## config.mk

```make
export PLATFORM = sky130hd
export DESIGN_NAME = eeprom_arbiter
export DESIGN_NICKNAME = d
export VERILOG_FILES = /design/src/hdl/eeprom_pkg.sv /design/src/hdl/eeprom_arbiter.sv
export SDC_FILE = /design/constraint.sdc
export NUM_CORES = 1
export LEC_CHECK = 0
export ABC_AREA = 1
export CAP_MARGIN = 20
export CORE_AREA = 4 4 69 71
export DETAILED_ROUTE_END_ITERATION = 6
export DIE_AREA = 0 0 73 75
export DONT_BUFFER_PORTS = 1
export GPL_TIMING_DRIVEN = 0
export PLACE_DENSITY_LB_ADDON = 0.05
export SETUP_SLACK_MARGIN = 0.2
export SYNTH_ARGS = -nofsm -noshare
export SYNTH_HDL_FRONTEND = slang
export SYNTH_SLANG_ARGS = --single-unit
```

## constraint.sdc

```tcl
create_clock -name clk_sys_32 -period 0.87 [get_ports clk_sys_32]
set_input_delay 0 -clock clk_sys_32 [delete_from_list [all_inputs] [get_ports clk_sys_32]]
set_output_delay 0 -clock clk_sys_32 [all_outputs]
set_load 0.005 [all_outputs]
```

## src/hdl/eeprom_pkg.sv

```systemverilog
`default_nettype none

package eeprom_pkg;

  ////////////////////////////////////////////////////////////////////////////
  // memory and bus geometry

  localparam int ee_addr_w  = 13;
  localparam int ee_data_w  = 8;
  localparam int ee_depth   = 8192;
  localparam int bus_addr_w = 24;

  localparam int sector_index_w  = 4;   // low bits of the sd block number
  localparam int sector_offset_w = 9;   // byte within a 512 byte sector

  ////////////////////////////////////////////////////////////////////////////
  // boot stamp layout

  localparam logic [bus_addr_w-1:0] stamp_trigger_addr = 24'h0000AB;

  localparam int header_count = 11;

  // signature at the bottom, fixed config bytes just below the clock fields
  localparam logic [ee_addr_w-1:0] header_addr_table [header_count] = '{
    13'h0000, 13'h0001, 13'h0002, 13'h0003,
    13'h1FF2, 13'h1FF3, 13'h1FF4, 13'h1FF5,
    13'h1FF6, 13'h1FF7, 13'h1FF8
  };

  localparam logic [ee_data_w-1:0] header_data_table [header_count] = '{
    8'h47, 8'h42, 8'h4D, 8'h4E,   // "GBMN"
    8'h01, 8'h03, 8'h01, 8'h1F,
    8'h00, 8'h00, 8'h00
  };

  localparam logic [ee_addr_w-1:0] rtc_field_base    = 13'h1FF9; // year first
  localparam logic [ee_addr_w-1:0] rtc_checksum_addr = 13'h1FFF;

  ////////////////////////////////////////////////////////////////////////////
  // state and owner encodings

  typedef enum logic [1:0] {
    stamp_idle     = 2'd0,
    stamp_header   = 2'd1,
    stamp_clock    = 2'd2,
    stamp_checksum = 2'd3
  } stamp_state_t;

  typedef enum logic [1:0] {
    owner_none    = 2'd0,
    owner_rtc     = 2'd1,
    owner_backup  = 2'd2,
    owner_console = 2'd3
  } mem_owner_t;

endpackage

`default_nettype wire

```

## src/hdl/eeprom_arbiter.sv

```systemverilog
`timescale 1ns/1ps
`default_nettype none

module eeprom_arbiter (
  input  wire                              clk_sys_32,
  input  wire                              reset,
  input  wire                              rtc_we,
  input  wire [eeprom_pkg::ee_addr_w-1:0]  rtc_address,
  input  wire [eeprom_pkg::ee_data_w-1:0]  rtc_wdata,
  input  wire                              backup_we,
  input  wire [eeprom_pkg::ee_addr_w-1:0]  backup_address,
  input  wire [eeprom_pkg::ee_data_w-1:0]  backup_wdata,
  input  wire                              backup_read_active,
  input  wire                              console_we,
  input  wire [eeprom_pkg::ee_addr_w-1:0]  console_address,
  input  wire [eeprom_pkg::ee_data_w-1:0]  console_wdata,
  output logic                             mem_we,
  output logic [eeprom_pkg::ee_addr_w-1:0] mem_address,
  output logic [eeprom_pkg::ee_data_w-1:0] mem_wdata,
  input  wire [eeprom_pkg::ee_data_w-1:0]  mem_rdata,
  output logic [eeprom_pkg::ee_data_w-1:0] backup_rdata,
  output logic [eeprom_pkg::ee_data_w-1:0] console_rdata
);
  import eeprom_pkg::*;

  mem_owner_t           owner_next;
  mem_owner_t           owner_q;     // who drove the port last cycle
  logic [ee_data_w-1:0] backup_hold;
  logic [ee_data_w-1:0] console_hold;

  ////////////////////////////////////////////////////////////////////////////
  // port selection, writes first

  always_comb begin
    owner_next  = owner_console;   // idle port reads for the console
    mem_we      = 1'b0;
    mem_address = console_address;
    mem_wdata   = console_wdata;
    if (rtc_we) begin
      owner_next  = owner_rtc;
      mem_we      = 1'b1;
      mem_address = rtc_address;
      mem_wdata   = rtc_wdata;
    end else if (backup_we) begin
      owner_next  = owner_backup;
      mem_we      = 1'b1;
      mem_address = backup_address;
      mem_wdata   = backup_wdata;
    end else if (console_we) begin
      mem_we = 1'b1;
    end else if (backup_read_active) begin
      owner_next  = owner_backup;   // sd save streaming out
      mem_address = backup_address;
    end
  end

  always_ff @(posedge clk_sys_32) begin
    if (reset) begin
      owner_q <= owner_none;
    end else begin
      owner_q <= owner_next;
    end
  end

  ////////////////////////////////////////////////////////////////////////////
  // read data return

  always_ff @(posedge clk_sys_32) begin
    backup_hold  <= backup_rdata;
    console_hold <= console_rdata;
  end

  assign backup_rdata  = (owner_q == owner_backup)  ? mem_rdata : backup_hold;
  assign console_rdata = (owner_q == owner_console) ? mem_rdata : console_hold;

endmodule

`default_nettype wire

```

# Word level (Yosys, flattened, before mapping)
# Index checks and enable logic that the tools add are counted.
totals:
  register_bits: 18
classes:
  n_mux: 15
  reduce_logical: 1
  n_eq_ne: 2
ops:
  columns: ["cell", "count"]
  rows:
  - ["$mux W13", 4]
  - ["$mux W8", 4]
  - ["$mux W1", 7]
  - ["$eq A2 B2 Y1 const B", 2]
  - ["$reduce_or A2 Y1", 1]

# Depth between registers and ports, before layout
depth:
  depth_word: 4
  mapped_depth: 7
  mapped_depth_nobuf: 6

# Least setup slack after synthesis
# Ideal clock, no wire load.
synth_path:
  kind: "reg2reg"
  start: "register owner_q[0]"
  end: "register backup_hold[0]"
  setup_slack_ps: -66
  required_ps: 763
  arrival_time_ps: 829
  stages_incl_launch_ff: 5
  setup_time_ps: 107
  cell_sequence: "dfxtp_1 inv_1 nand2_1 buf_2 o21ai_0"
synth_between:
  elab_chain_cells: 2
synth_rtl:
  columns: ["element", "line", "text"]
  rows:
  - ["start: declaration", "eeprom_arbiter.sv:27", "mem_owner_t owner_q;"]
  - ["start signal: assignment", "eeprom_arbiter.sv:59", "owner_q <= owner_none;"]
  - ["start signal: assignment", "eeprom_arbiter.sv:61", "owner_q <= owner_next;"]
  - ["$eq A2 B2 Y1", "eeprom_arbiter.sv:73", "assign backup_rdata = (owner_q == owner_backup) ? mem_rdata : backup_hold;"]
  - ["$mux W8", "eeprom_arbiter.sv:73", null]
  - ["via backup_rdata, one bit", "eeprom_arbiter.sv:21", "output logic [eeprom_pkg::ee_data_w-1:0] backup_rdata,"]
  - ["end signal: assignment", "eeprom_arbiter.sv:69", "backup_hold <= backup_rdata;"]
  - ["end: declaration", "eeprom_arbiter.sv:28", "logic [ee_data_w-1:0] backup_hold;"]
# The timed path passes the listed nets, and every way through them passes these cells.
# A chain may end at the register's enable or synchronous reset.

# Final worst setup path
layout_path:
  start: "register owner_q[0]"
  end: "output backup_rdata[5] in the netlist's numbering"
layout_between:
  elab_chain_cells: 2
layout_rtl:
  columns: ["element", "line"]
  rows:
  - ["$eq A2 B2 Y1", "eeprom_arbiter.sv:73"]
  - ["$mux W8", "eeprom_arbiter.sv:73"]
  - ["end: declaration", "eeprom_arbiter.sv:21"]
# Every way passes these cells.

==> summary.md <==
| Metric | Value |
|---|---|
| Outcome | `complete, but fails checks` |
| Failing checks | `hold timing, setup timing` |
| Avg Inst Size Synth | `between 6 and 7 sq um` |
| Max Slew Vio Count | `0` |
| Cell Rows | `24` |
| CTS tree | `done` |
| Routability-driven placement congestion ratio | `0.748` |
| Worst-case vdd ir drop | `0.475 mV` |
| Startpoint Class | `flop` |
| Routed vias | `between 1000 and 1500` |
| GRT met1 Usage | `0.149` |
| Nets | `292` |
| Max-slew headroom | `0.859` |
| Final Skew | `0.000841 ns` |
| PwrDens | `around 1500 nW/um^2` |
| Mapped Area | `roughly 1200 sq um` |
| Syn Nets | `280` |
| Starting DRT DRC Count | `46` |
| Clock transition at the registers of the reported paths | `approximately 0.070 ns` |
| Maximum fanout along the worst path | `5` |
| Crit Path Category | `reg2out` |
| Share of cells above drive strength 1 | `0.271` |
| Initial antenna violation count | `0` |
| Worst R2R End | `backup_hold[5]` |
| Num CTS Buffers | `3` |
| Total power | `about 2.6 mW` |
| Reg area | `approximately 370 sq um` |
| IO Pins | `approximately 120` |
| Register area share after synthesis | `0.295` |
| Min Hold Slack | `-0.0151 ns` |
| Fmax achieved | `approximately 950 MHz` |
| Vias in the first global route | `1326` |
| Number of instances in the placed design | `roughly 260` |
| Post-route cell area | `between 1500 and 2000 sq um` |
| CTS max path bufs | `2` |
| CTS root buffer | `clkbuf_8` |
| Routed wire length | `~3900 um` |
| Gr ovfl total | `0` |
| Most common cell after layout, fill and taps aside | `nand2_1` |
| Worst hold path class | `in2reg` |
| Multi-input logic area | `845 sq um` |
| Mapped Cells | `203` |
| Worst Setup SP | `owner_q[0]` |
| Crit path arrival time | `1.05 ns` |
| Final setup margin | `-0.182 ns` |
| DRC | `0` |
| Drt pass-1 iters | `4` |
| Critical path capture point | `backup_rdata[5]` |
| CORE AREA | `4230 sq um` |
| Final period util | `1.21` |
| Die X | `around 73 um` |
| Worst setup EP type | `primary output` |
| Final Instance Count excl. Fillers | `approximately 270` |
| Post-DRT Antenna Nets | `0` |
| Leakage | `between 0.8 and 0.9 nW` |
| Post-DP Area | `about 1400 sq um` |
| Largest net degree at the start of global routing | `11` |
| Most Used Layer, Global Route | `met2` |
| #FFs+latches synth | `18` |
| Critical path required time | `about 0.87 ns` |
| Port Buffers | `0` |
| Met3 Usage GRT | `0.0401` |
| M2 GR Usage | `0.266` |
| Clk_lat worst skew | `0.25 ns` |
| WL/cell | `between 10 and 15 um` |
| Ant diodes | `0` |
| Die footprint | `around 5500 sq um` |
| Fill cells | `about 450` |
| First-pass GRT wire length | `just over 6000 um` |
| GRT Overall Usage | `0.138` |
| Reg2reg start | `owner_q[0]` |
| Setup-failing EPs final | `22` |
| Number of max-cap violations | `0` |
| Initial Utilization | `0.289` |
| Hold buffers post-CTS | `1` |
| Hpwl dp | `3100 um` |
| RSZ-0062 raised after global routing | `yes` |
| Htree depth | `1` |
| CTS Sinks | `18` |
| Commonest non-fill, non-tap cells in the layout | `nand2_1, inv_1, nand3_1` |
| Final Util | `0.403` |
| Vias per std cell | `approximately 5.0` |
| Final hold violations | `4` |
| Die Y | `about 75 um` |
| Synth cell types | `16` |
| Area growth syn-to-layout | `39.6%` |
| Worst-margin pin slew | `between 0.2 and 0.25 ns` |
| R2R cell count | `5` |
| Synth Warn # | `0` |
| Final min period | `about 1.1 ns` |
| R2R Setup Slk | `-0.02 ns` |
per-stage QoR:
step                TNS [ns]  setup slack, ns
CTS                    -3.00           -0.191
floorplan                  0           0.0555
detailed placement    -0.759          -0.0967
global placement      -0.445          -0.0778
global route           -3.96           -0.239
finish                 -2.68           -0.182
logic make-up (layout without fill, tap and decap cells):
group                  Yosys count  after routing  synth area share
buffers and inverters           49             60             0.199
AOI/OAI and AO/OA               33             33             0.135
DFF                             18             18             0.295
and+or+nand+nor                103            103             0.372
sequential cells by signal (all words and copies together), names as in the netlist:
| name | flops |
|---|---|
| console_hold | 8 |
| owner_q | 2 |
| backup_hold | 8 |
report_power, final:
| part | internal, mW | total [mW] | switching [mW] | leakage (nW) |
|---|---|---|---|---|
| Sequential | 0.979 | 1.06 | 0.0783 | 0.152 |
| Clock | 0.401 | 0.664 | 0.263 | 0.0288 |
| Combinational | 0.382 | 0.885 | 0.503 | 0.702 |
| Total | 1.76 | 2.61 | 0.844 | 0.883 |
cells in the mapped netlist:
cell type,n,area [sq um]
buf_2,5,25.0
buf_6,4,45.0
inv_2,1,3.75
nand2_4,1,11.3
inv_8,1,11.3
nand2_8,1,20.0
buf_8,1,15.0
buf_4,1,7.51
o21ai_0,16,80.1
a21oi_1,17,85.1
nand3_1,27,135
nand2_2,4,25.0
nor2_1,9,33.8
nand2_1,61,229
inv_1,36,135
dfxtp_1,18,360
repair_timing:
item                                    4_1_cts  5_1_grt
hold endpoints to repair                     11        2
pin swaps                                     0        2
endpoints found under the setup margin       32       41
cloned                                        1        1
gates resized for setup                      26       13
buffers inserted                              2        2
worst min path at each step:
stage / start / to / cells past startpoint
3_3_place_gp: reset / owner_q[1] / 1
5_1_grt: mem_rdata[2] / backup_hold[2] / 2
3_5_place_dp: reset / owner_q[1] / 1
2_1_floorplan: reset / owner_q[1] / 1
4_1_cts: mem_rdata[7] / console_hold[7] / 2
6_report: mem_rdata[2] / backup_hold[2] / 2
cell type report:
cell class,count,area share
Timing Repair Buffer,7,0.0587
Sequential cell,18,0.214
Buffer,11,0.0740
Tap cell,52,0.0381
Inverter,38,0.0880
Multi-Input combinational cell,136,0.495
Clock buffer,4,0.0323
worst max-delay path: stages (launching register included):
cell     delay (ns)
dfxtp_2        0.34
inv_2          0.06
nand2_4        0.09
buf_16         0.16
o21ai_4        0.15
per-layer routing:
metal | wire (um) | share of wire | vias up
met1 | 1390 | 0.35 | 606
met5 | 0 | 0 | -
met3 | 384 | 0.097 | 2
met4 | 19 | 0.0048 | 0
li1 | - | - | 650
met2 | 2150 | 0.55 | 71
Note: power is estimated with default switching activity, not from simulation.
