File: src/hdl/eeprom_pkg.sv
`default_nettype none

package eeprom_pkg;

  ////////////////////////////////////////////////////////////////////////////
  // memory and bus geometry

  localparam int ee_addr_w  = 13;
  localparam int ee_data_w  = 8;
  localparam int ee_depth   = 8192;
  localparam int bus_addr_w = 24;

  localparam int sector_index_w  = 4;   // low bits of the sd block number
  localparam int sector_offset_w = 9;   // byte within a 512 byte sector

  ////////////////////////////////////////////////////////////////////////////
  // boot stamp layout

  localparam logic [bus_addr_w-1:0] stamp_trigger_addr = 24'h0000AB;

  localparam int header_count = 11;

  // signature at the bottom, fixed config bytes just below the clock fields
  localparam logic [ee_addr_w-1:0] header_addr_table [header_count] = '{
    13'h0000, 13'h0001, 13'h0002, 13'h0003,
    13'h1FF2, 13'h1FF3, 13'h1FF4, 13'h1FF5,
    13'h1FF6, 13'h1FF7, 13'h1FF8
  };

  localparam logic [ee_data_w-1:0] header_data_table [header_count] = '{
    8'h47, 8'h42, 8'h4D, 8'h4E,   // "GBMN"
    8'h01, 8'h03, 8'h01, 8'h1F,
    8'h00, 8'h00, 8'h00
  };

  localparam logic [ee_addr_w-1:0] rtc_field_base    = 13'h1FF9; // year first
  localparam logic [ee_addr_w-1:0] rtc_checksum_addr = 13'h1FFF;

  ////////////////////////////////////////////////////////////////////////////
  // state and owner encodings

  typedef enum logic [1:0] {
    stamp_idle     = 2'd0,
    stamp_header   = 2'd1,
    stamp_clock    = 2'd2,
    stamp_checksum = 2'd3
  } stamp_state_t;

  typedef enum logic [1:0] {
    owner_none    = 2'd0,
    owner_rtc     = 2'd1,
    owner_backup  = 2'd2,
    owner_console = 2'd3
  } mem_owner_t;

endpackage

`default_nettype wire

File: src/hdl/rtc_stamp_writer.sv
`timescale 1ns/1ps
`default_nettype none

module rtc_stamp_writer (
  input  wire                              clk_sys_32,
  input  wire                              reset,
  input  wire [eeprom_pkg::bus_addr_w-1:0] bus_address,
  input  wire [47:0]                       rtc_timestamp,  // bcd, year at the top
  output logic                             rtc_we,
  output logic [eeprom_pkg::ee_addr_w-1:0] rtc_address,
  output logic [eeprom_pkg::ee_data_w-1:0] rtc_wdata,
  output logic                             validate_rtc
);
  import eeprom_pkg::*;

  stamp_state_t         state;
  logic [3:0]           stage;        // index within header or clock fields
  logic                 armed;
  logic                 trigger;
  logic [ee_data_w-1:0] checksum_acc;
  logic [2:0]           field_sel;
  logic [ee_data_w-1:0] field_bcd;
  logic [ee_data_w-1:0] field_bin;

  function automatic logic [7:0] bcd2bin(input logic [7:0] bcd);
    bcd2bin = {4'd0, bcd[7:4]} * 8'd10 + {4'd0, bcd[3:0]};
  endfunction

  // stage 0 is year, the top byte of the timestamp
  assign field_sel = 3'd5 - stage[2:0];
  assign field_bcd = rtc_timestamp[field_sel*8 +: 8];
  assign field_bin = bcd2bin(field_bcd);

  assign trigger = (state == stamp_idle) && armed && (bus_address == stamp_trigger_addr);

  ////////////////////////////////////////////////////////////////////////////
  // sequencer

  always_ff @(posedge clk_sys_32) begin
    if (reset) begin
      state <= stamp_idle;
      stage <= '0;
      armed <= 1'b1;
    end else begin
      case (state)
        stamp_idle: begin
          if (bus_address != stamp_trigger_addr) armed <= 1'b1;  // console moved on
          if (trigger) begin
            state <= stamp_header;
            stage <= '0;
            armed <= 1'b0;
          end
        end
        stamp_header: begin
          if (stage == 4'(header_count - 1)) begin
            state <= stamp_clock;
            stage <= '0;
          end else begin
            stage <= stage + 4'd1;
          end
        end
        stamp_clock: begin
          if (stage == 4'd5) begin   // second field done
            state <= stamp_checksum;
            stage <= '0;
          end else begin
            stage <= stage + 4'd1;
          end
        end
        stamp_checksum: state <= stamp_idle;
        default: state <= stamp_idle;
      endcase
    end
  end

  // running sum of the binary fields, ready by the checksum cycle
  always_ff @(posedge clk_sys_32) begin
    if (trigger) begin
      checksum_acc <= '0;
    end else if (state == stamp_clock) begin
      checksum_acc <= checksum_acc + field_bin;
    end
  end

  ////////////////////////////////////////////////////////////////////////////
  // write port, one byte per cycle outside idle

  always_comb begin
    rtc_we      = 1'b0;
    rtc_address = '0;
    rtc_wdata   = '0;
    case (state)
      stamp_header: begin
        rtc_we      = 1'b1;
        rtc_address = header_addr_table[stage];
        rtc_wdata   = header_data_table[stage];
      end
      stamp_clock: begin
        rtc_we      = 1'b1;
        rtc_address = rtc_field_base + ee_addr_w'(stage);
        rtc_wdata   = field_bin;
      end
      stamp_checksum: begin
        rtc_we      = 1'b1;
        rtc_address = rtc_checksum_addr;
        rtc_wdata   = checksum_acc;
      end
      default: ;
    endcase
  end

  assign validate_rtc = (state != stamp_idle);   // 18 cycles per stamp

endmodule

`default_nettype wire

File: config.mk
export PLATFORM = sky130hd
export DESIGN_NAME = rtc_stamp_writer
export DESIGN_NICKNAME = d
export VERILOG_FILES = /design/src/hdl/eeprom_pkg.sv /design/src/hdl/rtc_stamp_writer.sv
export SDC_FILE = /design/constraint.sdc
export NUM_CORES = 1
export LEC_CHECK = 0
export BUFFER_PORTS_ARGS = -buffer_cell sky130_fd_sc_hd__clkbuf_2
export CAP_MARGIN = 20
export CORE_ASPECT_RATIO = 0.9
export CORE_MARGIN = 8
export CORE_UTILIZATION = 28
export CTS_BUF_LIST = sky130_fd_sc_hd__clkbuf_8
export CTS_CLUSTER_SIZE = 12
export DETAILED_ROUTE_END_ITERATION = 7
export PLACE_DENSITY = 0.51
export SYNTH_ARGS = -nofsm -noshare
export SYNTH_HDL_FRONTEND = slang
export SYNTH_SLANG_ARGS = --single-unit
File: constraint.sdc
create_clock -name clk_sys_32 -period 4.4 [get_ports clk_sys_32]
set_input_delay 0 -clock clk_sys_32 [delete_from_list [all_inputs] [get_ports clk_sys_32]]
set_output_delay 0 -clock clk_sys_32 [all_outputs]
set_load 0.1 [all_outputs]
Word level (Yosys, flattened, before mapping)
Memory sizes are Yosys's and may differ from the RTL's. Cells that the tools add are included.

Latch bits: 0. Memories: 2. Output and inout bits: 23. Bits of input ports: 74. Memory bits (writable): 0. Register bits after elaboration: 15. ROM bits: 336.

Mux-type cells: 17. Equal/unequal tests: 10. Multiply operators: 1. Bitwise gates (word level): 1. Reductions and logical operators: 10. $lt $le $gt $ge: 1. Divide/modulo/power cells: 0. Shift operators: 1. Add/sub/neg operators: 5.

Memories: (name not given) (depth 16, width 13, read ports 1, clocked after memory_dff 0, wr ports 0, line rtc_stamp_writer.sv:95) `rtc_address = header_addr_table[stage];`; (name not given) (depth 16, width 8, read ports 1, clocked after memory_dff 0, wr ports 0, line rtc_stamp_writer.sv:96) `rtc_wdata = header_data_table[stage];`.

Operators by type and width (count): indexed part select 48 x 7 -> 8 bit (1); case mux 13 bit (3 select lines) (1); two-way mux 13 bit (2); equality test 24 x 8 -> 1 bit, second input constant (1); inequality test 24 x 8 -> 1 bit, second input constant (1); case mux 8 bit (3 select lines) (1); two-way mux 8 bit (2); two-way mux 4 bit (3); case mux 4 bit (3 select lines) (1); adder 8 x 4 -> 8 bit (1); adder 8 bit (1); case mux 2 bit (4 select lines) (1); multiplier 4 x 3 -> 7 bit, second input constant (1); adder 4 x 5 -> 6 bit, first input constant (1); two-way mux 2 bit (3); inequality test 2 bit, second input constant (3); greater-or-equal comparator 5 bit, second input constant (1); inverter 4 -> 5 bit (1); adder 4 x 1 -> 4 bit, second input constant (1); equality test 2 bit, second input constant (2); equality test 4 x 3 -> 1 bit, second input constant (1); equality test 4 bit, second input constant (1); AND reduction 2 bit (2); nonzero test 2 bit (2); other kinds (8) (11).

Logic depth before layout (Yosys ltp)
Depth after elaboration: 5. Depth in mapped cells: 18. Mapped depth without buffers: 16.

Least setup slack after synthesis
OpenSTA, ideal clock, no wires.

Path type: register to output. Start: register stage[0]. End: output rtc_wdata[7] in the netlist's numbering. Path buffers: 2. Required time: 4400 ps. Stages on the path, launching flop included: 15. Data arrival time: 4533 ps. Slack: -133 ps. Cells stage by stage: dfxtp_1 buf_4 buf_1 mux2i_1 o21a_1 inv_1 ha_1 ha_1 fa_1 nand2_1 o21bai_1 and2_1 o32ai_1 a22oi_1 nor2_1.

Longest elaborated chain between the ends: 5.

Ends and longest elaborated chain: start, declared (line rtc_stamp_writer.sv:17) `logic [3:0] stage;`; start signal, assigned (line rtc_stamp_writer.sv:59) `stage <= stage + 4'd1;`; start signal, assigned (line rtc_stamp_writer.sv:67) `stage <= stage + 4'd1;`; subtractor 3 bit / inverter 4 -> 5 bit (equally long branches) (line rtc_stamp_writer.sv:30, rtc_stamp_writer.sv:96); indexed part select 48 x 7 -> 8 bit / memory (16 x 8 bit) (equally long branches); multiplier 4 x 3 -> 7 bit / two-way mux 8 bit (equally long branches) (line rtc_stamp_writer.sv:26, rtc_stamp_writer.sv:96); adder 8 x 4 -> 8 bit / two-way mux 8 bit (equally long branches) (line rtc_stamp_writer.sv:26, rtc_stamp_writer.sv:96); case mux 8 bit (3 select lines) (*) (line rtc_stamp_writer.sv:92) `case (state)`; end, declared (line rtc_stamp_writer.sv:11) `output logic [eeprom_pkg::ee_data_w-1:0] rtc_wdata,`.

Mark *: on every way between the ends. The rest lies on a longest branch, timed or not. The select of a mux whose other input is x is not followed.

Worst setup path in the final report
Start: register stage[0]. End: register checksum_acc[7].

Longest elaborated chain between the ends: 5.

Ends and longest elaborated chain: subtractor 3 bit (*) (line rtc_stamp_writer.sv:30) `assign field_sel = 3'd5 - stage[2:0];`; indexed part select 48 x 7 -> 8 bit (*) (line rtc_stamp_writer.sv:31) `assign field_bcd = rtc_timestamp[field_sel*8 +: 8];`; multiplier 4 x 3 -> 7 bit (line rtc_stamp_writer.sv:26) `bcd2bin = {4'd0, bcd[7:4]} * 8'd10 + {4'd0, bcd[3:0]};`; adder 8 x 4 -> 8 bit (*) (line rtc_stamp_writer.sv:26); adder 8 bit (*) (line rtc_stamp_writer.sv:81) `checksum_acc <= checksum_acc + field_bin;`; end signal, assigned (line rtc_stamp_writer.sv:81); end, declared (line rtc_stamp_writer.sv:20) `logic [ee_data_w-1:0] checksum_acc;`.

Mark *: on every way between the ends. The rest lies on a longest branch, timed or not. A chain may end at the register's enable or synchronous reset.

==> flow_metrics.tcl <==
set metrics [dict create \
    outcome "finished, final reports clean" \
    yosysWarnings 0 \
    diodes 0 \
    die_height_um 99.22 \
    synthTopCellsByCount "30 x nor2_1, 26 x ha_1, 20 x a21oi_1, 19 x nand2_1, 16 x mux2i_1" \
    clk_pin_slew_worst_paths_ns 0.06 \
    ys.flop_type "dfxtp_1" \
    rsz0062_at_grt "false" \
    yosysTopAreaCell "ha_1" \
    cts_buffers 3 \
    placeableCoreArea_um2 7507 \
    stdcell_count 444 \
    tightest_slew_ns 0.7066 \
    min_to "stage[1]$_SDFFE_PP0P_" \
    syn-cell-area_um2 2155 \
    via_per_inst 4.993 \
    cts_setup_buffers 0 \
    ys_seq_elements 15 \
    wl_per_cell_um 15.42 \
    synth_top_cell_area_share_pct 15.10 \
    hold-worst-slack_ns 0.01466 \
    syn_to_final_growth_pct 29.85 \
    clk_path_buf_depth 2 \
    nets 452 \
    fill_cells 809 \
    place_inst 440 \
    reg2reg_from "stage[0]$_SDFFE_PP0P_" \
    finClkSkew_ns 0.001164 \
    power_density_nw_per_um2 313.1 \
    reg2regPathDepth 16 \
    clock.fmax_ghz 0.2445 \
    worstSetupStartpoint "stage[0]$_SDFFE_PP0P_" \
    num_rows 30 \
    antenna_found_initial 0 \
    yosysSeqAreaShare_pct 13.94 \
    initial_core_util_pct 28.70 \
    crit_fanout 8 \
    min_from "reset" \
    worstPathArrival_ns 4.23 \
    relSlewSlack_pct 52.79 \
    required_ns 4.54 \
    grt.total_usage_pct 12.25 \
    ant_nets 0 \
    clock_latency_ns 0.25 \
    end_kind "flop" \
    htreeDepth 1 \
    drtPass1Iterations 5 \
    synthArstFlopShare_pct 0 \
    post-route-period-util_pct 92.95 \
    drive_gt1_share_pct 36.78 \
    setup_tns_ns 0 \
    syn_avg_cell_area_um2 8.319 \
    grt_pass1_wl_mm 10.91 \
    synth_nets 362 \
    grt_pass1_vias 2262 \
    holdBufCountCts 0 \
    drc_errors 0 \
    synth_area_leaders "ha_1 15%, dfxtp_1 14%, mux4_2 8.4%" \
    design_area_um2 2798 \
    place_congestion 0.8385 \
    power_uw 876.1 \
    leakage_uw 0.001248 \
    r2r_slack_ns 0.31 \
    cp-start-kind "flop" \
    ctsRootBufferMaster "clkbuf_8" \
    holdCritPathClass "in2reg" \
    routed_wl_mm 6.848 \
    num_io_pins 97 \
    synth.most_common_cell "nor2_1" \
    overflow 0 \
    dieArea_um2 10760 \
    maxCapViolCount 0 \
    hold_viol_final 0 \
    min_path_cells 2 \
    finalMaxSlewViolations 0 \
    vias 2217 \
    ir_drop_mv 0.4075 \
    period_needed_ns 4.090 \
    synth-edff-count 0 \
    setup_violations 0 \
    cts_num_sinks 15 \
    io_buffers 96 \
    syn_inst 259 \
    place_area_um2 2745 \
    grt_max_degree 24 \
    crit_type "reg2reg" \
    synth_cell_types 51 \
    r2r-end "checksum_acc[7]$_SDFFE_PP0P_" \
    cts_tree "yes" \
    drt_iter0_drc 134 \
    hpwl_mm 5.795 \
    fp.dieW_um 108.5 \
]
## logic make-up (layout without fill, tap and decap cells)
kind of cell	after synthesis	in the layout	synth area share, %
simple gates	86	86	21.60
xor+xnor	7	7	2.846
compound gates	63	63	19.40
flops	15	15	13.94
mux	26	26	16.84
fa+ha+maj	29	29	17.89
buf+inv	33	122	7.491
## critical path, stage by stage (launching register included)
cell	delay, ns
dfxtp_2	0.40
buf_4	0.18
mux4_2	0.51
nand2_1	0.07
o21ai_0	0.13
ha_1	0.24
ha_1	0.20
fa_1	0.53
nand2_1	0.08
or3_1	0.33
a21oi_1	0.19
nor2b_1	0.09
ha_1	0.22
a2111oi_2	0.30
nor4_1	0.11
mux2_2	0.28
mux2i_1	0.12
## through the flow
| step | worst slack (ns) | util (%) |
|---|---|---|
| global route | 0.008852 | 37.27 |
| finish | 0.3100 | 37.27 |
| CTS | 0.01952 | 37.17 |
| global placement | 0.1646 | 36.57 |
| floorplan | 0.1645 | - |
| detailed placement | 0.04988 | 36.57 |
## per-layer routing
| metal | global-route usage, % | vias up | wire length (um) |
|---|---|---|---|
| li1 | - | 1117 | - |
| met1 | 16.40 | 1016 | 3192 |
| met2 | 20.22 | 81 | 3042 |
| met3 | 2.521 | 3 | 587 |
| met4 | 1.262 | 0 | 25 |
| met5 | 0 | - | 0 |
## flip-flops by register name, indices dropped and copies added, names as in the netlist
name          cells
state             2
stage             4
checksum_acc      8
armed             1
## worst max-delay path by stage
| stage | end | cells after the start |
|---|---|---|
| finish | checksum_acc[7]$_SDFFE_PP0P_ | 16 |
| global placement | checksum_acc[7]$_SDFFE_PP0P_ | 17 |
| floorplan | checksum_acc[7]$_SDFFE_PP0P_ | 17 |
| CTS | checksum_acc[7]$_SDFFE_PP0P_ | 17 |
| detailed placement | checksum_acc[7]$_SDFFE_PP0P_ | 17 |
| global route | checksum_acc[7]$_SDFFE_PP0P_ | 17 |
## power breakdown
group	total, uW	switching [uW]	internal (uW)
combinational	558	336	222
sequential	204	33.2	171
clock	114	52.4	61.9
## area by class of cell
type                       instances  area [um^2]  area share, %
tap                               96        120.1          4.293
multi-input combinational        211         1705          60.96
sequential                        15        301.5          10.78
inverter                          14        52.55          1.878
clock inverter                     1        3.754         0.1342
timing repair buffer             104        573.1          20.48
clock buffer                       3        41.29          1.476
## layout by cell type (no fill, tap or decap), types with 7 or more instances in the layout
cell,Yosys,final
buf_4,9,9
mux2i_1,16,16
ha_1,26,26
nand2_1,19,19
o21ai_0,14,14
mux4_2,8,8
clkbuf_2,0,93
nor2_1,30,29
a21oi_1,20,19
nand2b_1,7,7
inv_1,14,15
dfxtp_1,15,14
## repair_timing
action,4_1_cts,5_1_grt
gates resized for setup,0,4
endpoints found under the setup margin,0,1
hold endpoints to repair,0,0
Power figures use the tool's default switching activity.
