--- config.mk ---
export PLATFORM = sky130hd
export DESIGN_NAME = backup_transfer
export DESIGN_NICKNAME = d
export VERILOG_FILES = /design/src/hdl/eeprom_pkg.sv /design/src/hdl/backup_transfer.sv
export SDC_FILE = /design/constraint.sdc
export NUM_CORES = 1
export LEC_CHECK = 0
export BUFFER_PORTS_ARGS = -buffer_cell sky130_fd_sc_hd__buf_2
export CORE_MARGIN = 5
export CORE_UTILIZATION = 25
export CTS_CLUSTER_DIAMETER = 40
export DETAILED_ROUTE_END_ITERATION = 8
export GPL_ROUTABILITY_DRIVEN = 0
export HOLD_SLACK_MARGIN = 0.15
export PLACE_DENSITY = 0.74
export RECOVER_POWER = 50
export SLEW_MARGIN = 10
export SYNTH_ARGS = -nofsm -noshare
export SYNTH_HDL_FRONTEND = slang
export SYNTH_SLANG_ARGS = --single-unit
--- constraint.sdc ---
create_clock -name clk_sys_32 -period 2.1 [get_ports clk_sys_32]
set_clock_uncertainty 0.1 [all_clocks]
set_input_delay 0.21 -clock clk_sys_32 [delete_from_list [all_inputs] [get_ports clk_sys_32]]
set_output_delay 0.21 -clock clk_sys_32 [all_outputs]
set_load 0.01 [all_outputs]
--- src/hdl/eeprom_pkg.sv ---
`default_nettype none

package eeprom_pkg;

  ////////////////////////////////////////////////////////////////////////////
  // memory and bus geometry

  localparam int ee_addr_w  = 13;
  localparam int ee_data_w  = 8;
  localparam int ee_depth   = 8192;
  localparam int bus_addr_w = 24;

  localparam int sector_index_w  = 4;   // low bits of the sd block number
  localparam int sector_offset_w = 9;   // byte within a 512 byte sector

  ////////////////////////////////////////////////////////////////////////////
  // boot stamp layout

  localparam logic [bus_addr_w-1:0] stamp_trigger_addr = 24'h0000AB;

  localparam int header_count = 11;

  // signature at the bottom, fixed config bytes just below the clock fields
  localparam logic [ee_addr_w-1:0] header_addr_table [header_count] = '{
    13'h0000, 13'h0001, 13'h0002, 13'h0003,
    13'h1FF2, 13'h1FF3, 13'h1FF4, 13'h1FF5,
    13'h1FF6, 13'h1FF7, 13'h1FF8
  };

  localparam logic [ee_data_w-1:0] header_data_table [header_count] = '{
    8'h47, 8'h42, 8'h4D, 8'h4E,   // "GBMN"
    8'h01, 8'h03, 8'h01, 8'h1F,
    8'h00, 8'h00, 8'h00
  };

  localparam logic [ee_addr_w-1:0] rtc_field_base    = 13'h1FF9; // year first
  localparam logic [ee_addr_w-1:0] rtc_checksum_addr = 13'h1FFF;

  ////////////////////////////////////////////////////////////////////////////
  // state and owner encodings

  typedef enum logic [1:0] {
    stamp_idle     = 2'd0,
    stamp_header   = 2'd1,
    stamp_clock    = 2'd2,
    stamp_checksum = 2'd3
  } stamp_state_t;

  typedef enum logic [1:0] {
    owner_none    = 2'd0,
    owner_rtc     = 2'd1,
    owner_backup  = 2'd2,
    owner_console = 2'd3
  } mem_owner_t;

endpackage

`default_nettype wire

--- src/hdl/backup_transfer.sv ---
`timescale 1ns/1ps
`default_nettype none

module backup_transfer (
  input  wire                                   clk_sys_32,
  input  wire                                   reset,
  input  wire [eeprom_pkg::sector_index_w-1:0]  sd_lba,
  input  wire [eeprom_pkg::sector_offset_w-1:0] sd_buff_addr,
  input  wire [eeprom_pkg::ee_data_w-1:0]       sd_buff_dout,
  input  wire                                   sd_buff_wr,
  input  wire                                   sd_ack,
  input  wire                                   cart_download,
  input  wire                                   img_mounted,
  input  wire                                   img_readonly,
  input  wire                                   console_we,
  input  wire [eeprom_pkg::ee_data_w-1:0]       backup_rdata,
  output logic                                  backup_we,
  output logic [eeprom_pkg::ee_addr_w-1:0]      backup_address,
  output logic [eeprom_pkg::ee_data_w-1:0]      backup_wdata,
  output logic                                  backup_read_active,
  output logic [eeprom_pkg::ee_data_w-1:0]      sd_buff_din,
  output logic                                  save_enable,
  output logic                                  load_request,
  output logic                                  save_pending
);

  logic download_q;
  logic ack_q;
  logic download_rise;
  logic download_fall;
  logic ack_rise;

  ////////////////////////////////////////////////////////////////////////////
  // sector buffer path

  // sixteen 512 byte blocks cover the whole image
  assign backup_address     = {sd_lba, sd_buff_addr};
  assign backup_we          = sd_buff_wr & sd_ack;    // load from sd
  assign backup_wdata       = sd_buff_dout;
  assign backup_read_active = sd_ack & ~sd_buff_wr;   // save to sd
  assign sd_buff_din        = backup_rdata;

  ////////////////////////////////////////////////////////////////////////////
  // save tracking flags

  assign download_rise = cart_download & ~download_q;
  assign download_fall = ~cart_download & download_q;
  assign ack_rise      = sd_ack & ~ack_q;

  always_ff @(posedge clk_sys_32) begin
    if (reset) begin
      download_q   <= 1'b0;
      ack_q        <= 1'b0;
      save_enable  <= 1'b0;
      load_request <= 1'b0;
      save_pending <= 1'b0;
    end else begin
      download_q <= cart_download;
      ack_q      <= sd_ack;

      if (download_rise) save_enable <= 1'b0;   // new cart, forget the old image
      if (cart_download && img_mounted && !img_readonly) save_enable <= 1'b1;

      // pull the save in once the rom is loaded
      if (download_fall && save_enable) begin
        load_request <= 1'b1;
      end else if (ack_rise) begin
        load_request <= 1'b0;
      end

      if (console_we && save_enable) begin
        save_pending <= 1'b1;
      end else if (ack_rise) begin
        save_pending <= 1'b0;
      end
    end
  end

endmodule

`default_nettype wire

Yosys cells after proc, flatten, opt, wreduce, memory -nomap -nowiden
Index checks and enable logic that the tools add are counted.
W data, S select, Z words.

word-level totals
  flip-flop bits (word level) = 5
  input bits = 37
  bits in latches = 0
  memory bits (writable) = 0
  logic and storage cells = 27
  memories = 0
  output and inout bits = 34
  ROM bits = 0

operators by class
  add/sub/neg operators = 0
  mux-type cells = 5
  shift-type cells = 0
  reductions and logical operators = 8
  equality and inequality tests = 0
  multipliers = 0
  bitwise logic cells = 9
  divide/modulo/power cells = 0
  magnitude comparators = 0

operator list
  kind                 count
  $reduce_bool A2 Y1   3
  $and A1 B1 Y1        5
  $mux W1              5
  $logic_and A1 B1 Y1  4
  $not A1 Y1           4
  $logic_not A1 Y1     1

Logic depth before layout (Yosys ltp)
Gate-level depths: netlist of run 1.

  depth in word-level cells = 4
  gate-level depth with buffers = 2
  mapped depth without buffers = 2

Least setup slack after synthesis of run 1
OpenSTA, ideal clock, no wires.

  path kind = register -> register
  from = register save_enable
  to = register save_pending
  setup time = 75 ps
  buffers on the path = 0
  data arrival time = 568 ps
  setup slack = 1357 ps
  stages on the path, launching flop included = 3
  period minus slack after synthesis = 743 ps
  required time = 1925 ps
  cell sequence = dfxtp_1 nand2_1 o22ai_1

between the ends
  longest elaborated chain between the ends = 2
  elaborated cells between the ends (all ways) = 3
  those cells by class = 1 x mux; 2 x reduce/logical

RTL lines
  item                                           line                   source
  start, declared                                backup_transfer.sv:22  output logic save_enable,
  start signal, assigned                         backup_transfer.sv:54  save_enable <= 1'b0;
  start signal, assigned                         backup_transfer.sv:61  if (download_rise) save_enable <= 1'b0;
  start signal, assigned                         backup_transfer.sv:62  if (cart_download && img_mounted && !img_readonly) save_enable <= 1'b1;
  $logic_and A1 B1 Y1 *                          backup_transfer.sv:71  if (console_we && save_enable) begin
  $mux W1 or $reduce_bool A2 Y1 (tied branches)  n/a
  end signal, assigned                           backup_transfer.sv:56  save_pending <= 1'b0;
  end signal, assigned                           backup_transfer.sv:72  save_pending <= 1'b1;
  end signal, assigned                           backup_transfer.sv:74  save_pending <= 1'b0;
  end, declared                                  backup_transfer.sv:24  output logic save_pending

Every way passes the cells marked *; elsewhere a longest branch is shown, timed or not.
A chain may end at the register's enable or synchronous reset.

Worst setup path after layout of run 1
  from = input sd_ack
  to = register save_pending

between the ends
  longest elaborated chain between the ends = 2

RTL lines
  item                          line                   source
  start, declared               backup_transfer.sv:11  input wire sd_ack,
  $and A1 B1 Y1                 backup_transfer.sv:48  assign ack_rise = sd_ack & ~ack_q;
  $reduce_bool A2 Y1 (no line)  n/a

No other way between the ends.

==> impl_metrics.ini, run 1 <==
[critical_path]
end_kind = register
path_max_fanout = 4
critical_path_class = in2reg
cp-start-kind = primary input
crit_required_ps = 2120
cp.arrival_ps = 1650

[power]
pwr-share-comb_pct = 12.7
power.leakage_nw = 0.1725
seqPwrFrac_pct = 41.7
switchingPower_mw = 0.05199
netSwitchingFraction_pct = 21.44
p_int_mw = 0.1905
p_clk_share_pct = 45.6
irDropWorstVdd_mv = 0.2294
p_per_area_nw_per_um2 = 659.2

[floorplan]
die_y_microns = 50.95
die_x_microns = 50.95
rows = 14
core_sq_um = 1541
num_io_pins = 71
die-area_sq_um = 2595
initial_core_util_pct = 27.19

[timing]
finalCritPeriodShare_pct = 77.65
tns_ps = 0
fmax_ghz = 0.6132
rsz0062_at_grt = false
relSlewSlack_pct = 84.37
setup_viol_count_final = 0
tightest_slew_ps = 233.7
finalCriticalPeriod_ps = 1631
hold_viol = 0
slew_viol_final = 0

[global_route]
grt_pass1_wl_microns = 1055
grt_overflow_total = 0
grt_max_degree = 9
grt_pass1_vias = 258
grt_antenna_before_repair = 0
grt_usage_pct = 5.410

[route]
routedWlPerCell_microns = 11.62
dr_total_vias = 232
totalWireLength_microns = 674
first_pass_iters = 1
viasPerCell = 4.000
drc = 0
antenna_left = 0
first_iter_violations = 0

[place]
io_buffers = 12

[logic_synthesis]
synth_compound_area_share_pct = 4.776
postSynthAreaPerCell_sq_um = 8.554
ys_types = 13
synth_xor_area_share_pct = 0
yosysTopAreaCell = buf_4
muxShareOfSynthArea_pct = 0
synth_area_leaders = buf_4 52%, dfxtp_1 24%, nand2b_1 4.5%
syn-cell-area_sq_um = 419.2
seq_area_frac_synth_pct = 23.88
synth_top_family_by_area = buffers and inverters
synthAdderAreaFrac_pct = 0
syn_inst = 49
ys_ff_latch = 5
yosysWarnings = 0
synthSimpleGateAreaFrac_pct = 19.40
synth_nets = 86
synth_top_area_share_pct = 51.94

[finish]
final_common_cell = buf_2
layout_common_cells = 12 x buf_2, 6 x dlygate4sd3_1, 5 x dfxtp_1, 3 x nand2b_1, 3 x clkbuf_4
layout-drive-gt1-share_pct = 40.48
multi_input_area_sq_um = 101.3
area_delta_synth_final_pct = -12.24
layout.area.seq_sq_um = 100.1
antenna_cells = 0
finish.utilization_pct = 23.86
final_nets = 80
fillers = 175

[clock_network]
cts_tree = yes
clock_sinks = 5
clk_pin_slew_ps = 40
clock_latency_ps = 240
cts_resized = 0
clockBufferDepth = 2
cts.htree.levels = 1
clockRootBuffer = clkbuf_4
numCtsBuffers = 3

[hold_path]
hold_class = in2reg

[outcome]
status = finished, final reports clean

[run]
maxCapViolCount = 0
## path summary, 6_finish.rpt
kind                 from      endpoint  slack (ps)  cells past startpoint
max                sd_ack  save_pending         470                      5
min                 reset  load_request         210                      3
max reg2reg         ack_q  save_pending         800                      3
min reg2reg  load_request  load_request         360                      2
## cell type report
| cell class | instances | share of cell area (%) |
|---|---|---|
| multi-input cells | 15 | 27.55 |
| repair buffers | 18 | 32.65 |
| flip-flops and latches | 5 | 27.21 |
| well taps | 16 | 5.442 |
| clock buffers | 4 | 7.143 |
## state kept, by name, summed over array words and instances (netlist names)
| name | count |
|---|---|
| ack_q | 1 |
| download_q | 1 |
| load_request | 1 |
| save_enable | 1 |
| save_pending | 1 |
## Yosys cell counts
library cell  count
and2_1            1
and2b_1           1
and2b_2           1
buf_4            29
dfxtp_1           5
nand2_1           2
nand2b_1          3
nand4bb_1         1
nor2b_1           2
nor2b_2           1
o21ai_1           1
o22ai_1           1
o32ai_1           1
## metrics by stage
stage	instances	worst slack, ps	area [sq um]	hold slack, ps	power, mW
floorplan	49	1357	419.2	223.8	0.1698
global placement	48	1213	281.5	316.1	0.1254
detailed placement	48	1207	281.5	320.1	0.1260
CTS	58	477.4	367.9	205.9	0.2479
global route	58	413.0	367.9	228.8	0.2599
finish	58	469.3	367.9	213.6	0.2425
## layer usage
layer	wire length (microns)	up-vias	track usage, %	share of wire [%]
met1	253	96	4.904	38
met3	169	0	6.105	25
li1	-	112	-	-
met2	251	24	7.025	37
met5	0	-	0	0
met4	0	0	3.404	0
## worst max-delay path, stage by stage
cell and delay (ps):
dlygate4sd3_1 520, buf_2 110, nor2b_1 160, o22ai_1 80, dlygate4sd3_1 560
## power groups by stage
stage	sequential, mW	clock [mW]	combinational, mW
after floorplan	0.103	0	0.0668
final	0.101	0.111	0.0308
after CTS	0.101	0.115	0.0313
after global placement	0.102	0	0.0229
after detailed placement	0.103	0	0.0234
after global routing	0.101	0.124	0.0343
## repair_timing
action / CTS / global route
hold buffers: 6 / 0
setup buffers: 0 / 0
endpoints found under the hold margin: 4 / 0
## cell families after synthesis
family | count (synthesis)
AO/OA/AOI/OAI | 3
buffers and inverters | 29
flip-flops | 5
AND/OR/NAND/NOR | 12
No activity file was read; power rests on OpenSTA's default activity.
==> run 2: changes to the inputs <==
--- a/config.mk
+++ b/config.mk
@@ -7,12 +7,12 @@
 export LEC_CHECK = 0
 export BUFFER_PORTS_ARGS = -buffer_cell sky130_fd_sc_hd__buf_2
 export CORE_MARGIN = 5
-export CORE_UTILIZATION = 25
+export CORE_UTILIZATION = 24
 export CTS_CLUSTER_DIAMETER = 40
 export DETAILED_ROUTE_END_ITERATION = 8
 export GPL_ROUTABILITY_DRIVEN = 0
 export HOLD_SLACK_MARGIN = 0.15
-export PLACE_DENSITY = 0.74
+export PLACE_DENSITY = 0.75
 export RECOVER_POWER = 50
 export SLEW_MARGIN = 10
 export SYNTH_ARGS = -nofsm -noshare
==> constraint.sdc (replaced) <==
create_clock -name clk_sys_32 -period 1.3 [get_ports clk_sys_32]
set_clock_uncertainty 0.1 [all_clocks]
set_input_delay 0.13 -clock clk_sys_32 [delete_from_list [all_inputs] [get_ports clk_sys_32]]
set_output_delay 0.13 -clock clk_sys_32 [all_outputs]
set_load 0.01 [all_outputs]
==> run 2 against run 1 <==
Clock power increased by 64%. Critical path type unchanged. Highest routed layer is now met4. Sequential share of layout area down 0.092 points. Sequential power grew 61%. First-iteration DRC count increased by 4. Final area grew 0.34%. Critical endpoint is now load_request. Total power grew 64%. Worst setup slack worse by 190 ps. Flip-flop and latch count unchanged.
==> impl_metrics.ini, run 2 (synthesis gave the netlist of run 1 again) <==
[outcome]
status = finished, final reports clean

[route]
dr_total_vias = 235
viasPerCell = 4.052
antenna_left = 0
first_pass_iters = 2
routedWlPerCell_microns = 11.22
drc = 0
totalWireLength_microns = 651
first_iter_violations = 4

[clock_network]
clockRootBuffer = clkbuf_4
cts_tree = yes
cts_setup_buffers = 0
cts.htree.levels = 1
clock_latency_ps = 240
clk_pin_slew_ps = 40
clock_sinks = 5
clockBufferDepth = 2
numCtsBuffers = 3

[hold_path]
min_from = sd_ack
hold-path-endpoint = ack_q
hold_class = in2reg
hold_path_depth = 2

[run]
maxCapViolCount = 0

[power]
irDropWorstVdd_mv = 0.3624
power.total_mw = 0.3965
power.leakage_nw = 0.1736
p_per_area_nw_per_um2 = 1074

[timing]
whs_ps = 152.9
relSlewSlack_pct = 86.41
hold_viol = 0
tns_ps = 0
fmax_ghz = 0.9766
rsz0062_at_grt = false
tightest_slew_ps = 203.3
setup_viol_count_final = 0
finalCriticalPeriod_ps = 1024
finalCritPeriodShare_pct = 78.76
slew_viol_final = 0

[global_route]
grt_overflow_total = 0
grt_pass1_vias = 243
grt_antenna_before_repair = 0
grt_pass1_wl_microns = 1014
grt_usage_pct = 5.699
grt_max_degree = 9

[critical_path]
critical_path_class = in2reg
r2r_setup_slack_ps = 550
end_kind = register
crit_required_ps = 1370
reg2reg_to = load_request
reg2reg_depth = 2
path_max_fanout = 8
cp.arrival_ps = 1090
crit-reg2reg-launch = save_enable
cp-start-kind = primary input

[floorplan]
die-area_sq_um = 2682
core_sq_um = 1689
rows = 15
die_y_microns = 51.79
num_io_pins = 71
initial_core_util_pct = 24.81
die_x_microns = 51.79

[finish]
layout-drive-gt1-share_pct = 41.46
layout_common_cells = 11 x buf_2, 5 x dfxtp_1, 5 x dlygate4sd3_1, 3 x nand2b_1, 3 x clkbuf_4
antenna_cells = 0
multi_input_area_sq_um = 103.9
final_nets = 79
fillers = 188
layout.area.seq_sq_um = 100.1
area_delta_synth_final_pct = -11.94
final_common_cell = buf_2

[place]
io_buffers = 12
==> run 2: worst max path at each step <==
| stage | from | to | slack [ps] | cells past startpoint |
|---|---|---|---|---|
| final | reset | load_request | 280 | 4 |
| after global routing | reset | save_enable | 210 | 3 |
| after CTS | sd_ack | backup_we | 10 | 4 |
| after detailed placement | sd_buff_wr | backup_we | 560 | 3 |
| after global placement | sd_buff_wr | backup_we | 570 | 3 |
| after floorplan | save_enable | save_pending | 560 | 2 |
==> run 2: power breakdown <==
| group | internal [mW] | total, mW | switching (mW) |
|---|---|---|---|
| clock network | 0.116 | 0.182 | 0.0655 |
| logic | 0.0333 | 0.0517 | 0.0184 |
| registers | 0.160 | 0.163 | 0.00346 |
==> run 2: stage by stage <==
step                      area (sq um)  worst slack (ps)  std cells  utilization (%)
after detailed placement         282.8             558.8         49            16.74
after global placement           282.8             569.6         49            16.74
final                            369.1             276.1         58            21.85
after global routing             369.1             209.9         58            21.85
after CTS                        369.1             14.00         59            21.85
after floorplan                  419.2             557.4         49                -
==> run 2: repair_timing <==
| item | in CTS | in global routing |
|---|---|---|
| endpoints found under the hold margin | 5 | 0 |
| hold buffers | 6 | 0 |
| resized for setup | 0 | 2 |
| endpoints found under the setup margin | 0 | 2 |
==> run 2: critical path, cell delays in order <==
cell           delay [ps]
dlygate4sd3_1         530
buf_2                 160
nand4bb_1             190
o21ai_1                90
==> run 2: layer usage <==
layer / wire length, microns / share of wire (%) / up-vias / track usage [%]
li1: - / - / 110 / -
met1: 267 / 41 / 100 / 5.565
met2: 229 / 35 / 19 / 6.780
met3: 131 / 20 / 6 / 6.590
met4: 23 / 3.5 / 0 / 3.493
met5: 0 / 0 / - / 0
==> run 2: final cells by class <==
type,count,share of cell area (%)
repair buffers,17,31.86
multi-input cells,15,28.14
flip-flops and latches,5,27.12
clock buffers,4,7.119
well taps,17,5.763
==> run 3: changes to the inputs <==
--- a/config.mk
+++ b/config.mk
@@ -7,12 +7,12 @@
 export LEC_CHECK = 0
 export BUFFER_PORTS_ARGS = -buffer_cell sky130_fd_sc_hd__buf_2
 export CORE_MARGIN = 5
-export CORE_UTILIZATION = 24
+export CORE_UTILIZATION = 25
 export CTS_CLUSTER_DIAMETER = 40
 export DETAILED_ROUTE_END_ITERATION = 8
 export GPL_ROUTABILITY_DRIVEN = 0
 export HOLD_SLACK_MARGIN = 0.15
-export PLACE_DENSITY = 0.75
+export PLACE_DENSITY = 0.74
 export RECOVER_POWER = 50
 export SLEW_MARGIN = 10
 export SYNTH_ARGS = -nofsm -noshare
==> constraint.sdc (replaced) <==
create_clock -name clk_sys_32 -period 1 [get_ports clk_sys_32]
set_clock_uncertainty 0.1 [all_clocks]
set_input_delay 0.1 -clock clk_sys_32 [delete_from_list [all_inputs] [get_ports clk_sys_32]]
set_output_delay 0.1 -clock clk_sys_32 [all_outputs]
set_load 0.01 [all_outputs]
==> run 3 against run 2 <==
Total power grew 63%. Final cell count increased by 48%. Via count rose by 57%. Register-to-register slack worse by 260 ps. Hold slack gained 34 ps. Sequential power rose by 31%. Clock power grew 31%. Non-clock buffer count grew 29. Clock-buffer cell count stayed put. Worst setup slack got worse by 240 ps. Critical endpoint is now save_enable. Core utilization up 21 points.
==> impl_metrics.ini, run 3 (synthesis gave the netlist of run 1 again) <==
[route]
dr_wl_met3_microns = 210
antenna_left = 0
first_iter_violations = 5
dr_total_vias = 369
routedWlPerCell_microns = 12.88
met1_length_microns = 334
drc = 0
totalWireLength_microns = 1108
topRoutingLayerUsed = met4
dr_wl_met2_microns = 550
viasPerCell = 4.291
first_pass_iters = 4

[critical_path]
reg2reg_to = save_pending
reg2reg_depth = 2
critical_path_class = in2reg
cp-startpoint = img_readonly
r2r_setup_slack_ps = 290
crit-reg2reg-launch = ack_q
end_kind = register
cp-start-kind = primary input
crit_required_ps = 1050
cp.arrival_ps = 1010
path_max_fanout = 1

[finish]
area_delta_synth_final_pct = 56.72
layout-drive-gt1-share_pct = 22.86
final_common_cell = dlygate4sd3_1
antenna_cells = 0
final_nets = 108
fillers = 147
multi_input_area_sq_um = 103.9
layout.area.seq_sq_um = 101.3
layout_common_cells = 34 x dlygate4sd3_1, 9 x buf_2, 4 x dfxtp_1

[timing]
finalCritPeriodShare_pct = 96.17
hold_viol = 0
fin_ws_ps = 38.28
rsz0062_at_grt = false
finalCriticalPeriod_ps = 961.7
tns_ps = 0
tightest_slew_ps = 214.5
relSlewSlack_pct = 85.70
fmax_ghz = 1.040
slew_viol_final = 0
setup_viol_count_final = 0

[global_route]
grt_antenna_before_repair = 0
grt_overflow_total = 0
grt_max_degree = 9
grt_usage_pct = 8.328
grt_pass1_wl_microns = 1607
grt_pass1_vias = 403

[power]
power.leakage_nw = 0.2880
p_per_area_nw_per_um2 = 985.5
irDropWorstVdd_mv = 0.6074

[floorplan]
num_io_pins = 71
rows = 14
die_y_microns = 50.95
initial_core_util_pct = 27.19
die_x_microns = 50.95
core_sq_um = 1541
die-area_sq_um = 2595

[clock_network]
cts.htree.levels = 1
cts_setup_buffers = 0
cts_tree = yes
numCtsBuffers = 3
clock_sinks = 5
clock_latency_ps = 250
clockBufferDepth = 2
clk_pin_slew_ps = 40
clockRootBuffer = clkbuf_4

[run]
maxCapViolCount = 0

[hold_path]
hold-path-endpoint = save_enable
min_from = reset
hold_path_depth = 2
hold_class = in2reg

[outcome]
status = finished, final reports clean

[place]
io_buffers = 12
post-place-ws_ps = 259.8
[run 3: changes by cell type in the layout (fill, tap and decap cells not counted)]
cell and change:
dlygate4sd3_1 +29, buf_2 -2, clkbuf_1 +2, dfxtp_1 -1, dfxtp_2 +1
[run 3: metrics by stage]
stage	hold WS [ps]	cell area [sq um]	util (%)	power [mW]	instances
after global placement	100.1	281.5	18.26	0.2637	48
after CTS	342.7	658.1	42.69	0.6586	87
after detailed placement	100.1	281.5	18.26	0.2653	48
after floorplan	113.8	419.2	-	0.3567	49
final	187.0	656.9	42.61	0.6474	86
after global routing	228.6	656.9	42.61	0.7076	86
[run 3: final cells by class]
class | count | area share [%]
clock buffer | 4 | 4.000
multi-input combinational | 15 | 15.81
sequential | 5 | 15.43
tap | 16 | 3.048
timing repair buffer | 46 | 61.71
[run 3: worst max-delay path by stage]
stage	endpoint	slack, ps	cells after the start
finish	save_enable	40	3
global route	save_enable	1	4
CTS	save_enable	20	3
detailed placement	save_enable	260	2
global placement	save_pending	290	2
floorplan	save_pending	260	2
[run 3: power by group]
part           total [mW]  switching (mW)  internal [mW]
logic               0.196          0.0763          0.120
registers           0.213         0.00443          0.208
clock network       0.239          0.0877          0.151
[run 3: layer usage]
metal,vias up,global-route usage [%]
met5,-,0
met2,45,13.84
li1,169,-
met3,2,5.814
met1,153,7.719
met4,0,3.830
[run 3: worst max-delay path, cell delays in order]
cell	delay, ps
dlygate4sd3_1	540
buf_2	120
o32ai_1	250
[run 3: what timing repair did]
item                                    CTS  global route
gates resized for setup                   0             3
hold buffers                             35             0
endpoints found under the hold margin    34             0
endpoints found under the setup margin    0             4
